<file path="src/mem_axil_consts.svh">
`ifndef MEM_AXIL_CONSTS_SVH
`define MEM_AXIL_CONSTS_SVH

// Physical address carried in the request header
`define MEM_ADDR_WIDTH 32

// Fill word and AXI data word share one width
`define MEM_DATA_WIDTH 64

// One strobe bit per data byte
`define MEM_STRB_WIDTH 8

// Low address bits that pick a byte lane
`define MEM_OFFSET_WIDTH 3

// Headers in flight between request and response
`define HDR_FIFO_DEPTH 2

`endif

</file>
<file path="src/mem_axil_pkg.sv">
`include "mem_axil_consts.svh"

package mem_axil_pkg;

  typedef logic [`MEM_ADDR_WIDTH-1:0] mem_addr_t;
  typedef logic [`MEM_DATA_WIDTH-1:0] mem_data_t;
  typedef logic [`MEM_STRB_WIDTH-1:0] mem_strb_t;

  // AXI bresp / rresp code
  typedef logic [1:0] axil_resp_t;

  // Both write types are treated as plain writes
  typedef enum logic [1:0]
  {
    e_mem_rd    = 2'b00
    , e_mem_wr    = 2'b01
    , e_mem_uc_rd = 2'b10
    , e_mem_uc_wr = 2'b11
  } mem_msg_type_e;

  // Access of 1, 2, 4 or 8 bytes
  typedef enum logic [1:0]
  {
    e_size_1   = 2'b00
    , e_size_2 = 2'b01
    , e_size_4 = 2'b10
    , e_size_8 = 2'b11
  } mem_msg_size_e;

endpackage

</file>
<file path="src/mem_axil_req_if.sv">
`timescale 1ns/1ps

// One accepted request on its way into the AXI master
interface mem_axil_req_if
  import mem_axil_pkg::*;
();

  logic          v;
  logic          is_write;
  mem_addr_t     addr;
  mem_msg_size_e size;
  mem_data_t     data;
  logic          ready;

  // Bridge side
  modport src
  (
    output v
    , output is_write
    , output addr
    , output size
    , output data
    , input  ready
  );

  // State machine side
  modport dst
  (
    input    v
    , input  is_write
    , input  addr
    , input  size
    , input  data
    , output ready
  );

endinterface

</file>
<file path="src/mem_axil_header_fifo.sv">
`timescale 1ns/1ps

`include "mem_axil_consts.svh"

module mem_axil_header_fifo
  import mem_axil_pkg::*;
(
  input  logic            clk_i
  , input  logic          rst_n_i

  , input  logic          push_i
  , input  mem_msg_type_e msg_type_i
  , input  mem_addr_t     addr_i
  , input  mem_msg_size_e size_i
  , output logic          ready_o

  , input  logic          pop_i
  , output logic          v_o
  , output mem_msg_type_e msg_type_o
  , output mem_addr_t     addr_o
  , output mem_msg_size_e size_o
);

  localparam int depth_lp     = `HDR_FIFO_DEPTH;
  localparam int ptr_width_lp = (depth_lp > 1) ? $clog2(depth_lp) : 1;
  localparam int cnt_width_lp = $clog2(depth_lp + 1);

  mem_msg_type_e           type_mem [depth_lp];
  mem_addr_t               addr_mem [depth_lp];
  mem_msg_size_e           size_mem [depth_lp];

  logic [ptr_width_lp-1:0] wr_ptr_q;
  logic [ptr_width_lp-1:0] rd_ptr_q;
  logic [cnt_width_lp-1:0] count_q;
  logic                    do_push;
  logic                    do_pop;

  // Wrap at the last entry
  function automatic logic [ptr_width_lp-1:0] ptr_next(input logic [ptr_width_lp-1:0] ptr);
    if (ptr == ptr_width_lp'(depth_lp - 1))
      return '0;
    return ptr + ptr_width_lp'(1);
  endfunction

  assign ready_o = (count_q != cnt_width_lp'(depth_lp));
  assign v_o     = (count_q != '0);
  assign do_push = push_i & ready_o;
  assign do_pop  = pop_i & v_o;

  always_ff @(posedge clk_i or negedge rst_n_i)
  begin
    if (!rst_n_i)
    begin
      wr_ptr_q <= '0;
      rd_ptr_q <= '0;
      count_q  <= '0;
    end
    else
    begin
      if (do_push)
        wr_ptr_q <= ptr_next(wr_ptr_q);
      if (do_pop)
        rd_ptr_q <= ptr_next(rd_ptr_q);
      case ({do_push, do_pop})
        2'b10:   count_q <= count_q + cnt_width_lp'(1);
        2'b01:   count_q <= count_q - cnt_width_lp'(1);
        default: count_q <= count_q;
      endcase
    end
  end

  // Header storage
  always_ff @(posedge clk_i)
  begin
    if (do_push)
    begin
      type_mem[wr_ptr_q] <= msg_type_i;
      addr_mem[wr_ptr_q] <= addr_i;
      size_mem[wr_ptr_q] <= size_i;
    end
  end

  // Head entry, stable until popped
  assign msg_type_o = type_mem[rd_ptr_q];
  assign addr_o     = addr_mem[rd_ptr_q];
  assign size_o     = size_mem[rd_ptr_q];

endmodule

</file>
<file path="src/mem_axil_master_fsm.sv">
`timescale 1ns/1ps

`include "mem_axil_consts.svh"

module mem_axil_master_fsm
  import mem_axil_pkg::*;
(
  input  logic         clk_i
  , input  logic       rst_n_i

  , mem_axil_req_if.dst req

  , output logic       resp_v_o
  , output mem_data_t  resp_data_o
  , input  logic       resp_yumi_i

  // Write address channel
  , output mem_addr_t  m_axil_awaddr_o
  , output logic [2:0] m_axil_awprot_o
  , output logic       m_axil_awvalid_o
  , input  logic       m_axil_awready_i

  // Write data channel
  , output mem_data_t  m_axil_wdata_o
  , output mem_strb_t  m_axil_wstrb_o
  , output logic       m_axil_wvalid_o
  , input  logic       m_axil_wready_i

  // Write response channel
  , input  axil_resp_t m_axil_bresp_i
  , input  logic       m_axil_bvalid_i
  , output logic       m_axil_bready_o

  // Read address channel
  , output mem_addr_t  m_axil_araddr_o
  , output logic [2:0] m_axil_arprot_o
  , output logic       m_axil_arvalid_o
  , input  logic       m_axil_arready_i

  // Read data channel
  , input  mem_data_t  m_axil_rdata_i
  , input  axil_resp_t m_axil_rresp_i
  , input  logic       m_axil_rvalid_i
  , output logic       m_axil_rready_o
);

  typedef enum logic [2:0]
  {
    e_idle
    , e_write
    , e_wresp
    , e_read
    , e_rresp
  } state_e;

  state_e                       state_q;
  state_e                       state_d;

  mem_addr_t                    addr_q;
  mem_data_t                    wdata_q;
  mem_strb_t                    strb_q;
  mem_strb_t                    strb_li;
  logic [`MEM_OFFSET_WIDTH-1:0] req_offset;

  logic                         aw_done_q;
  logic                         w_done_q;
  logic                         resp_v_q;
  mem_data_t                    resp_data_q;

  logic                         req_hs;
  logic                         aw_hs;
  logic                         w_hs;
  logic                         b_hs;
  logic                         ar_hs;
  logic                         r_hs;

  assign req.ready = (state_q == e_idle);
  assign req_hs    = req.v & req.ready;

  assign aw_hs = m_axil_awvalid_o & m_axil_awready_i;
  assign w_hs  = m_axil_wvalid_o & m_axil_wready_i;
  assign b_hs  = m_axil_bvalid_i & m_axil_bready_o;
  assign ar_hs = m_axil_arvalid_o & m_axil_arready_i;
  assign r_hs  = m_axil_rvalid_i & m_axil_rready_o;

  // Byte enables from access size and lane offset
  assign req_offset = req.addr[`MEM_OFFSET_WIDTH-1:0];

  always_comb
  begin
    case (req.size)
      e_size_1: strb_li = mem_strb_t'(1) << req_offset;
      e_size_2: strb_li = mem_strb_t'(3) << req_offset;
      e_size_4: strb_li = mem_strb_t'(15) << req_offset;
      default:  strb_li = '1;
    endcase
  end

  always_comb
  begin
    state_d = state_q;
    case (state_q)
      e_idle:
        if (req_hs)
          state_d = req.is_write ? e_write : e_read;
      // AW and W may finish in either order
      e_write:
        if ((aw_done_q | aw_hs) & (w_done_q | w_hs))
          state_d = e_wresp;
      e_wresp:
        if (b_hs)
          state_d = e_idle;
      e_read:
        if (ar_hs)
          state_d = e_rresp;
      e_rresp:
        if (r_hs)
          state_d = e_idle;
      default:
        state_d = e_idle;
    endcase
  end

  always_ff @(posedge clk_i or negedge rst_n_i)
  begin
    if (!rst_n_i)
    begin
      state_q   <= e_idle;
      aw_done_q <= 1'b0;
      w_done_q  <= 1'b0;
      resp_v_q  <= 1'b0;
    end
    else
    begin
      state_q <= state_d;
      if ((state_q == e_write) && (state_d == e_write))
      begin
        aw_done_q <= aw_done_q | aw_hs;
        w_done_q  <= w_done_q | w_hs;
      end
      else
      begin
        aw_done_q <= 1'b0;
        w_done_q  <= 1'b0;
      end
      if (b_hs || r_hs)
        resp_v_q <= 1'b1;
      else if (resp_yumi_i)
        resp_v_q <= 1'b0;
    end
  end

  // Latched request and captured response data
  always_ff @(posedge clk_i)
  begin
    if (req_hs)
    begin
      addr_q  <= req.addr;
      wdata_q <= req.data;
      strb_q  <= strb_li;
    end
    if (b_hs)
      resp_data_q <= '0;
    else if (r_hs)
      resp_data_q <= m_axil_rdata_i;
  end

  assign m_axil_awaddr_o  = addr_q;
  assign m_axil_awprot_o  = 3'b000;
  assign m_axil_awvalid_o = (state_q == e_write) & ~aw_done_q;

  assign m_axil_wdata_o   = wdata_q;
  assign m_axil_wstrb_o   = strb_q;
  assign m_axil_wvalid_o  = (state_q == e_write) & ~w_done_q;

  // Hold off the response while the previous one is still waiting
  assign m_axil_bready_o  = (state_q == e_wresp) & ~resp_v_q;

  assign m_axil_araddr_o  = addr_q;
  assign m_axil_arprot_o  = 3'b000;
  assign m_axil_arvalid_o = (state_q == e_read);

  assign m_axil_rready_o  = (state_q == e_rresp) & ~resp_v_q;

  assign resp_v_o    = resp_v_q;
  assign resp_data_o = resp_data_q;

endmodule

</file>
<file path="src/mem_axil_resp_pack.sv">
`timescale 1ns/1ps

`include "mem_axil_consts.svh"

module mem_axil_resp_pack
  import mem_axil_pkg::*;
(
  input  mem_data_t                    data_i
  , input  logic [`MEM_OFFSET_WIDTH-1:0] sel_i
  , input  mem_msg_size_e              size_i
  , output mem_data_t                  data_o
);

  localparam int lanes_1_lp = `MEM_DATA_WIDTH / 8;
  localparam int lanes_2_lp = `MEM_DATA_WIDTH / 16;
  localparam int lanes_4_lp = `MEM_DATA_WIDTH / 32;

  logic [7:0]                   lane_1;
  logic [15:0]                  lane_2;
  logic [31:0]                  lane_4;
  logic [`MEM_OFFSET_WIDTH-1:0] base_2;
  logic [`MEM_OFFSET_WIDTH-1:0] base_4;

  // Lane base aligned down to the access size
  assign base_2 = {sel_i[`MEM_OFFSET_WIDTH-1:1], 1'b0};
  assign base_4 = {sel_i[`MEM_OFFSET_WIDTH-1:2], 2'b00};

  assign lane_1 = data_i[sel_i * 8 +: 8];
  assign lane_2 = data_i[base_2 * 8 +: 16];
  assign lane_4 = data_i[base_4 * 8 +: 32];

  // Replicate the selected lane over the whole word
  always_comb
  begin
    case (size_i)
      e_size_1: data_o = {lanes_1_lp{lane_1}};
      e_size_2: data_o = {lanes_2_lp{lane_2}};
      e_size_4: data_o = {lanes_4_lp{lane_4}};
      default:  data_o = data_i;
    endcase
  end

endmodule

</file>
<file path="src/mem_axil_bridge.sv">
`timescale 1ns/1ps

`include "mem_axil_consts.svh"

module mem_axil_bridge
  import mem_axil_pkg::*;
(
  input  logic           clk_i
  , input  logic         rst_n_i

  // Upstream requests
  , input  mem_msg_type_e mem_fwd_msg_type_i
  , input  mem_addr_t    mem_fwd_addr_i
  , input  mem_msg_size_e mem_fwd_size_i
  , input  mem_data_t    mem_fwd_data_i
  , input  logic         mem_fwd_v_i
  , output logic         mem_fwd_ready_and_o

  // Upstream responses
  , output mem_msg_type_e mem_rev_msg_type_o
  , output mem_addr_t    mem_rev_addr_o
  , output mem_msg_size_e mem_rev_size_o
  , output mem_data_t    mem_rev_data_o
  , output logic         mem_rev_v_o
  , input  logic         mem_rev_ready_and_i

  // AXI4-Lite master
  , output mem_addr_t    m_axil_awaddr_o
  , output logic [2:0]   m_axil_awprot_o
  , output logic         m_axil_awvalid_o
  , input  logic         m_axil_awready_i
  , output mem_data_t    m_axil_wdata_o
  , output mem_strb_t    m_axil_wstrb_o
  , output logic         m_axil_wvalid_o
  , input  logic         m_axil_wready_i
  , input  axil_resp_t   m_axil_bresp_i
  , input  logic         m_axil_bvalid_i
  , output logic         m_axil_bready_o
  , output mem_addr_t    m_axil_araddr_o
  , output logic [2:0]   m_axil_arprot_o
  , output logic         m_axil_arvalid_o
  , input  logic         m_axil_arready_i
  , input  mem_data_t    m_axil_rdata_i
  , input  axil_resp_t   m_axil_rresp_i
  , input  logic         m_axil_rvalid_i
  , output logic         m_axil_rready_o
);

  mem_axil_req_if req_if ();

  logic      hdr_ready;
  logic      hdr_v;
  logic      fwd_hs;
  logic      rev_hs;
  logic      resp_v;
  mem_data_t resp_data;

  // Accept only with room for the header and an idle master
  assign mem_fwd_ready_and_o = req_if.ready & hdr_ready;
  assign fwd_hs              = mem_fwd_v_i & mem_fwd_ready_and_o;

  assign req_if.v        = mem_fwd_v_i & hdr_ready;
  assign req_if.is_write = mem_fwd_msg_type_i inside {e_mem_wr, e_mem_uc_wr};
  assign req_if.addr     = mem_fwd_addr_i;
  assign req_if.size     = mem_fwd_size_i;
  assign req_if.data     = mem_fwd_data_i;

  assign mem_rev_v_o = hdr_v & resp_v;
  assign rev_hs      = mem_rev_v_o & mem_rev_ready_and_i;

  mem_axil_header_fifo i_header_fifo
  (
    .clk_i        (clk_i)
    , .rst_n_i    (rst_n_i)
    , .push_i     (fwd_hs)
    , .msg_type_i (mem_fwd_msg_type_i)
    , .addr_i     (mem_fwd_addr_i)
    , .size_i     (mem_fwd_size_i)
    , .ready_o    (hdr_ready)
    , .pop_i      (rev_hs)
    , .v_o        (hdr_v)
    , .msg_type_o (mem_rev_msg_type_o)
    , .addr_o     (mem_rev_addr_o)
    , .size_o     (mem_rev_size_o)
  );

  mem_axil_master_fsm i_master_fsm
  (
    .clk_i         (clk_i)
    , .rst_n_i     (rst_n_i)
    , .req         (req_if)
    , .resp_v_o    (resp_v)
    , .resp_data_o (resp_data)
    , .resp_yumi_i (rev_hs)
    , .*
  );

  // Read data packed against the head header
  mem_axil_resp_pack i_resp_pack
  (
    .data_i   (resp_data)
    , .sel_i  (mem_rev_addr_o[`MEM_OFFSET_WIDTH-1:0])
    , .size_i (mem_rev_size_o)
    , .data_o (mem_rev_data_o)
  );

endmodule

</file>
<file path="config.mk">
export PLATFORM = sky130hd
export DESIGN_NAME = mem_axil_bridge
export DESIGN_NICKNAME = d
export VERILOG_FILES = /design/src/mem_axil_pkg.sv /design/src/mem_axil_req_if.sv /design/src/mem_axil_header_fifo.sv /design/src/mem_axil_master_fsm.sv /design/src/mem_axil_resp_pack.sv /design/src/mem_axil_bridge.sv
export VERILOG_INCLUDE_DIRS = /design/src /design/src/src
export SDC_FILE = /design/constraint.sdc
export NUM_CORES = 1
export LEC_CHECK = 0
export BUFFER_PORTS_ARGS = -buffer_cell sky130_fd_sc_hd__buf_2
export CAP_MARGIN = 30
export CORE_AREA = 2 2 167 169
export DETAILED_ROUTE_END_ITERATION = 16
export DIE_AREA = 0 0 169 171
export GPL_ROUTABILITY_DRIVEN = 1
export MAX_ROUTING_LAYER = met4
export PLACE_DENSITY = 0.76
export SETUP_SLACK_MARGIN = 0.3
export SLEW_MARGIN = 30
export SYNTH_ARGS = -nofsm -noshare
export SYNTH_HDL_FRONTEND = slang
export SYNTH_SLANG_ARGS = --single-unit
</file>
<file path="constraint.sdc">
create_clock -name clk_i -period 4.6 [get_ports clk_i]
set_input_delay 0 -clock clk_i [delete_from_list [all_inputs] [get_ports clk_i]]
set_output_delay 0 -clock clk_i [all_outputs]
set_load 0.03 [all_outputs]
</file>
==> impl_metrics.ini <==
[worst_hold_path]
hold_end = i_master_fsm.resp_v_o$_DFFE_PN0P_
worstHoldStart = m_axil_rvalid_i
hold-path-cell-count = 4
hp-class = in2reg

[pwr]
leakage_uw = 0.00651
p_per_area_nw_per_um2 = 617
ir_drop_mv = 0.411
total_power_uw = 9740

[critical_path]
setup.worst_path.class = reg2out
start_kind = flop
cp_slowest_stage_delay_ns = 0.62
slowest_stage = mux2_4
reg2regPathDepth = 4
required_ns = 4.60
critPathMaxFanout = 33
crit_chain = mux2_4 > mux4_2 > a22oi_1 > nand4_1 > buf_2
worst-r2r-setup-slack_ns = 2.09
end_kind = output pin
startpoint = i_header_fifo.rd_ptr_q$_DFFE_PN0P_
reg2reg_from = i_master_fsm.state_q[0]$_DFF_PN0_
path_buf_inv = 1
r2r_end = i_header_fifo.addr_mem[0][20]$_DFFE_PP_
arrival_ns = 3.14
critical-path-top-delay-family = multiplexers

[synthesis]
synth_xor_area_share_pct = 0.398
ys_dominant_reg_cell = edfxtp_1
synth_compound_area_share_pct = 9.23
synthMuxAreaShare_pct = 10.2
ys_ff_latch = 250
yosysSeqAreaShare_pct = 62.0
ys_warn_count = 0
yosys.cell_types.count = 48
synthSimpleGateAreaFrac_pct = 12.6
ys_async_sr_fraction_pct = 4.00
postSynthAreaPerCell_sq_um = 12.0
synthesis.area_sq_um = 11000
synth_edf_count = 176
synth_top_family_by_area = simple AND/OR/NAND/NOR gates
synthCells = 914
synthAdderAreaFrac_pct = 0.341

[clock_network]
cts_tree = yes
cts-root-buf = clkbuf_16
cts_setup_buffers = 0
cts_buffer_depth = 3
clkTransAtPathRegs_ns = 0.06
htreeDepth = 1
numCtsBuffers = 27
clock_latency_ns = 0.55
cts_sinks = 250

[timing]
holdWs_ns = 0.111
hold_viol_final = 0
slew_viol_final = 0
timing.final.ws_setup_ns = 1.46
max_freq_ghz = 0.319
slew_headroom_pct = 40.8
tns_ns = 0
setup_viol = 0
min_period_ns = 3.14
worst_pin_slew_ns = 0.886
rsz0062_at_grt = no
fin_skew_ns = 0.0394
min_period_over_period_pct = 68.2

[routing]
ant_nets = 0
avgViaCountPerCell = 5.40
drt_pass1_iterations = 6
vias = 9839
finalWirelength_um = 38600
drcViolationCount = 0
wl_per_cell_um = 21.2
drt-initial-drc-count = 899

[grt]
grt_pass1_wl_um = 56000
antenna_found_initial = 0
grt_use_total_pct = 26.1
grt-ovfl-total = 0
first_global_vias = 9630
grt_max_degree = 105

[floorplan]
core_sq_um = 27300
rows = 61
die_h_um = 171
die_x_um = 169
initial_core_util_pct = 40.2
dieArea_sq_um = 28900
io_pins = 426

[flow_run]
maxCapViolations = 0

[final_layout]
layout.nets = 1635
syn_to_final_growth_pct = 43.6
final_common_cell = buf_2
diodes = 0
drive_above_1_share_pct = 38.1
layout_common_cells = buf_2 (415), nand2_1 (202), edfxtp_1 (176), dlygate4sd3_1 (171), o21ai_0 (69)
fillers = 2175
stdcell_count = 1822

[placement]
pre_cts_slack_ns = 1.98
placed_cells = 1601
io_buffers = 415
finalWeightedCongestion = 0.906
dp_hpwl_um = 24800

[outcome]
status = complete, no violations
-- how the worst max path moves through the flow --
stage,end,slack [ns],cells past startpoint
finish,mem_rev_data_o[41],1.46,5
global route,mem_rev_data_o[41],1.26,5
CTS,mem_rev_data_o[41],1.42,5
detailed placement,mem_rev_data_o[41],1.98,5
global placement,mem_rev_data_o[41],2.01,6
floorplan,i_master_fsm.m_axil_araddr_o[0]$_DFFE_PP_,1.19,4
-- registers in the layout (all words and copies together) (netlist names) --
signal	cells
i_master_fsm.w_done_q	1
i_header_fifo.addr_mem	64
i_header_fifo.rd_ptr_q	1
i_master_fsm.m_axil_wdata_o	64
i_header_fifo.type_mem	4
i_header_fifo.wr_ptr_q	1
i_header_fifo.size_mem	4
i_master_fsm.m_axil_wstrb_o	8
i_master_fsm.state_q	3
i_master_fsm.resp_v_o	1
i_header_fifo.count_q	2
i_master_fsm.m_axil_araddr_o	32
i_master_fsm.resp_data_o	64
i_master_fsm.aw_done_q	1
-- power by group --
| part | total [uW] | switching, uW | leakage [uW] | internal (uW) |
|---|---|---|---|---|
| clock network | 2190 | 938 | 0.000420 | 1260 |
| registers | 3490 | 435 | 0.00226 | 3050 |
| logic | 4060 | 2780 | 0.00383 | 1280 |
-- cell usage after synthesis, types with 5 or more instances --
cell	count	share of area, %
buf_1	5	0.17
a22oi_1	14	0.96
o21ai_2	6	0.48
buf_4	39	2.7
dfrtp_1	10	2.3
nand4_1	65	3.7
edfxtp_1	176	48
mux2_2	32	3.3
dfxtp_1	64	12
nand2b_1	5	0.28
a21oi_1	68	3.1
o21ai_0	69	3.1
xnor2_1	5	0.40
inv_1	12	0.41
clkbuf_1	36	1.2
mux4_2	32	6.6
buf_2	9	0.41
nor2_1	15	0.51
nand2_1	203	6.9
-- timing repair --
item | in CTS | in global routing
hold endpoints to repair | 257 | 0
resized for setup | 0 | 0
hold buffers | 171 | 0
-- per-stage QoR --
stage	cell area, sq um	utilization, %
2_1_floorplan	11000	-
4_1_cts	15800	57.8
3_3_place_gp	13200	48.1
6_report	15800	57.8
3_5_place_dp	13200	48.2
5_1_grt	15800	57.8
-- layer usage --
metal	GRT usage [%]	wire (um)	up-vias
met3	6.43	3720	90
li1	-	-	4421
met2	46.6	20000	619
met5	-	0	-
met1	28.3	13400	4709
met4	9.59	1430	0
-- tightest hold or removal path, cell delays in order --
cell and delay [ns]:
buf_2 0.10, nand2_2 0.04, buf_4 0.31, nand2_1 0.13
-- area by class of cell --
class / count / area [sq um] / area share (%)
well taps: 346 / 433 / 2.74
repair buffers: 599 / 3910 / 24.7
inverters: 12 / 47.5 / 0.301
clock buffers: 29 / 683 / 4.33
clock inverters: 21 / 208 / 1.32
flip-flops and latches: 250 / 6820 / 43.2
multi-input cells: 565 / 3690 / 23.4
-- kinds of logic (layout without fill, tap and decap cells) --
logic type / Yosys count / after routing
other cells: 1 / 6
xor+xnor: 5 / 5
flops: 250 / 250
simple gates: 306 / 306
mux: 67 / 67
buf+inv: 104 / 661
compound gates: 178 / 178
fa+ha+maj: 3 / 3
Power figures use the tool's default switching activity.
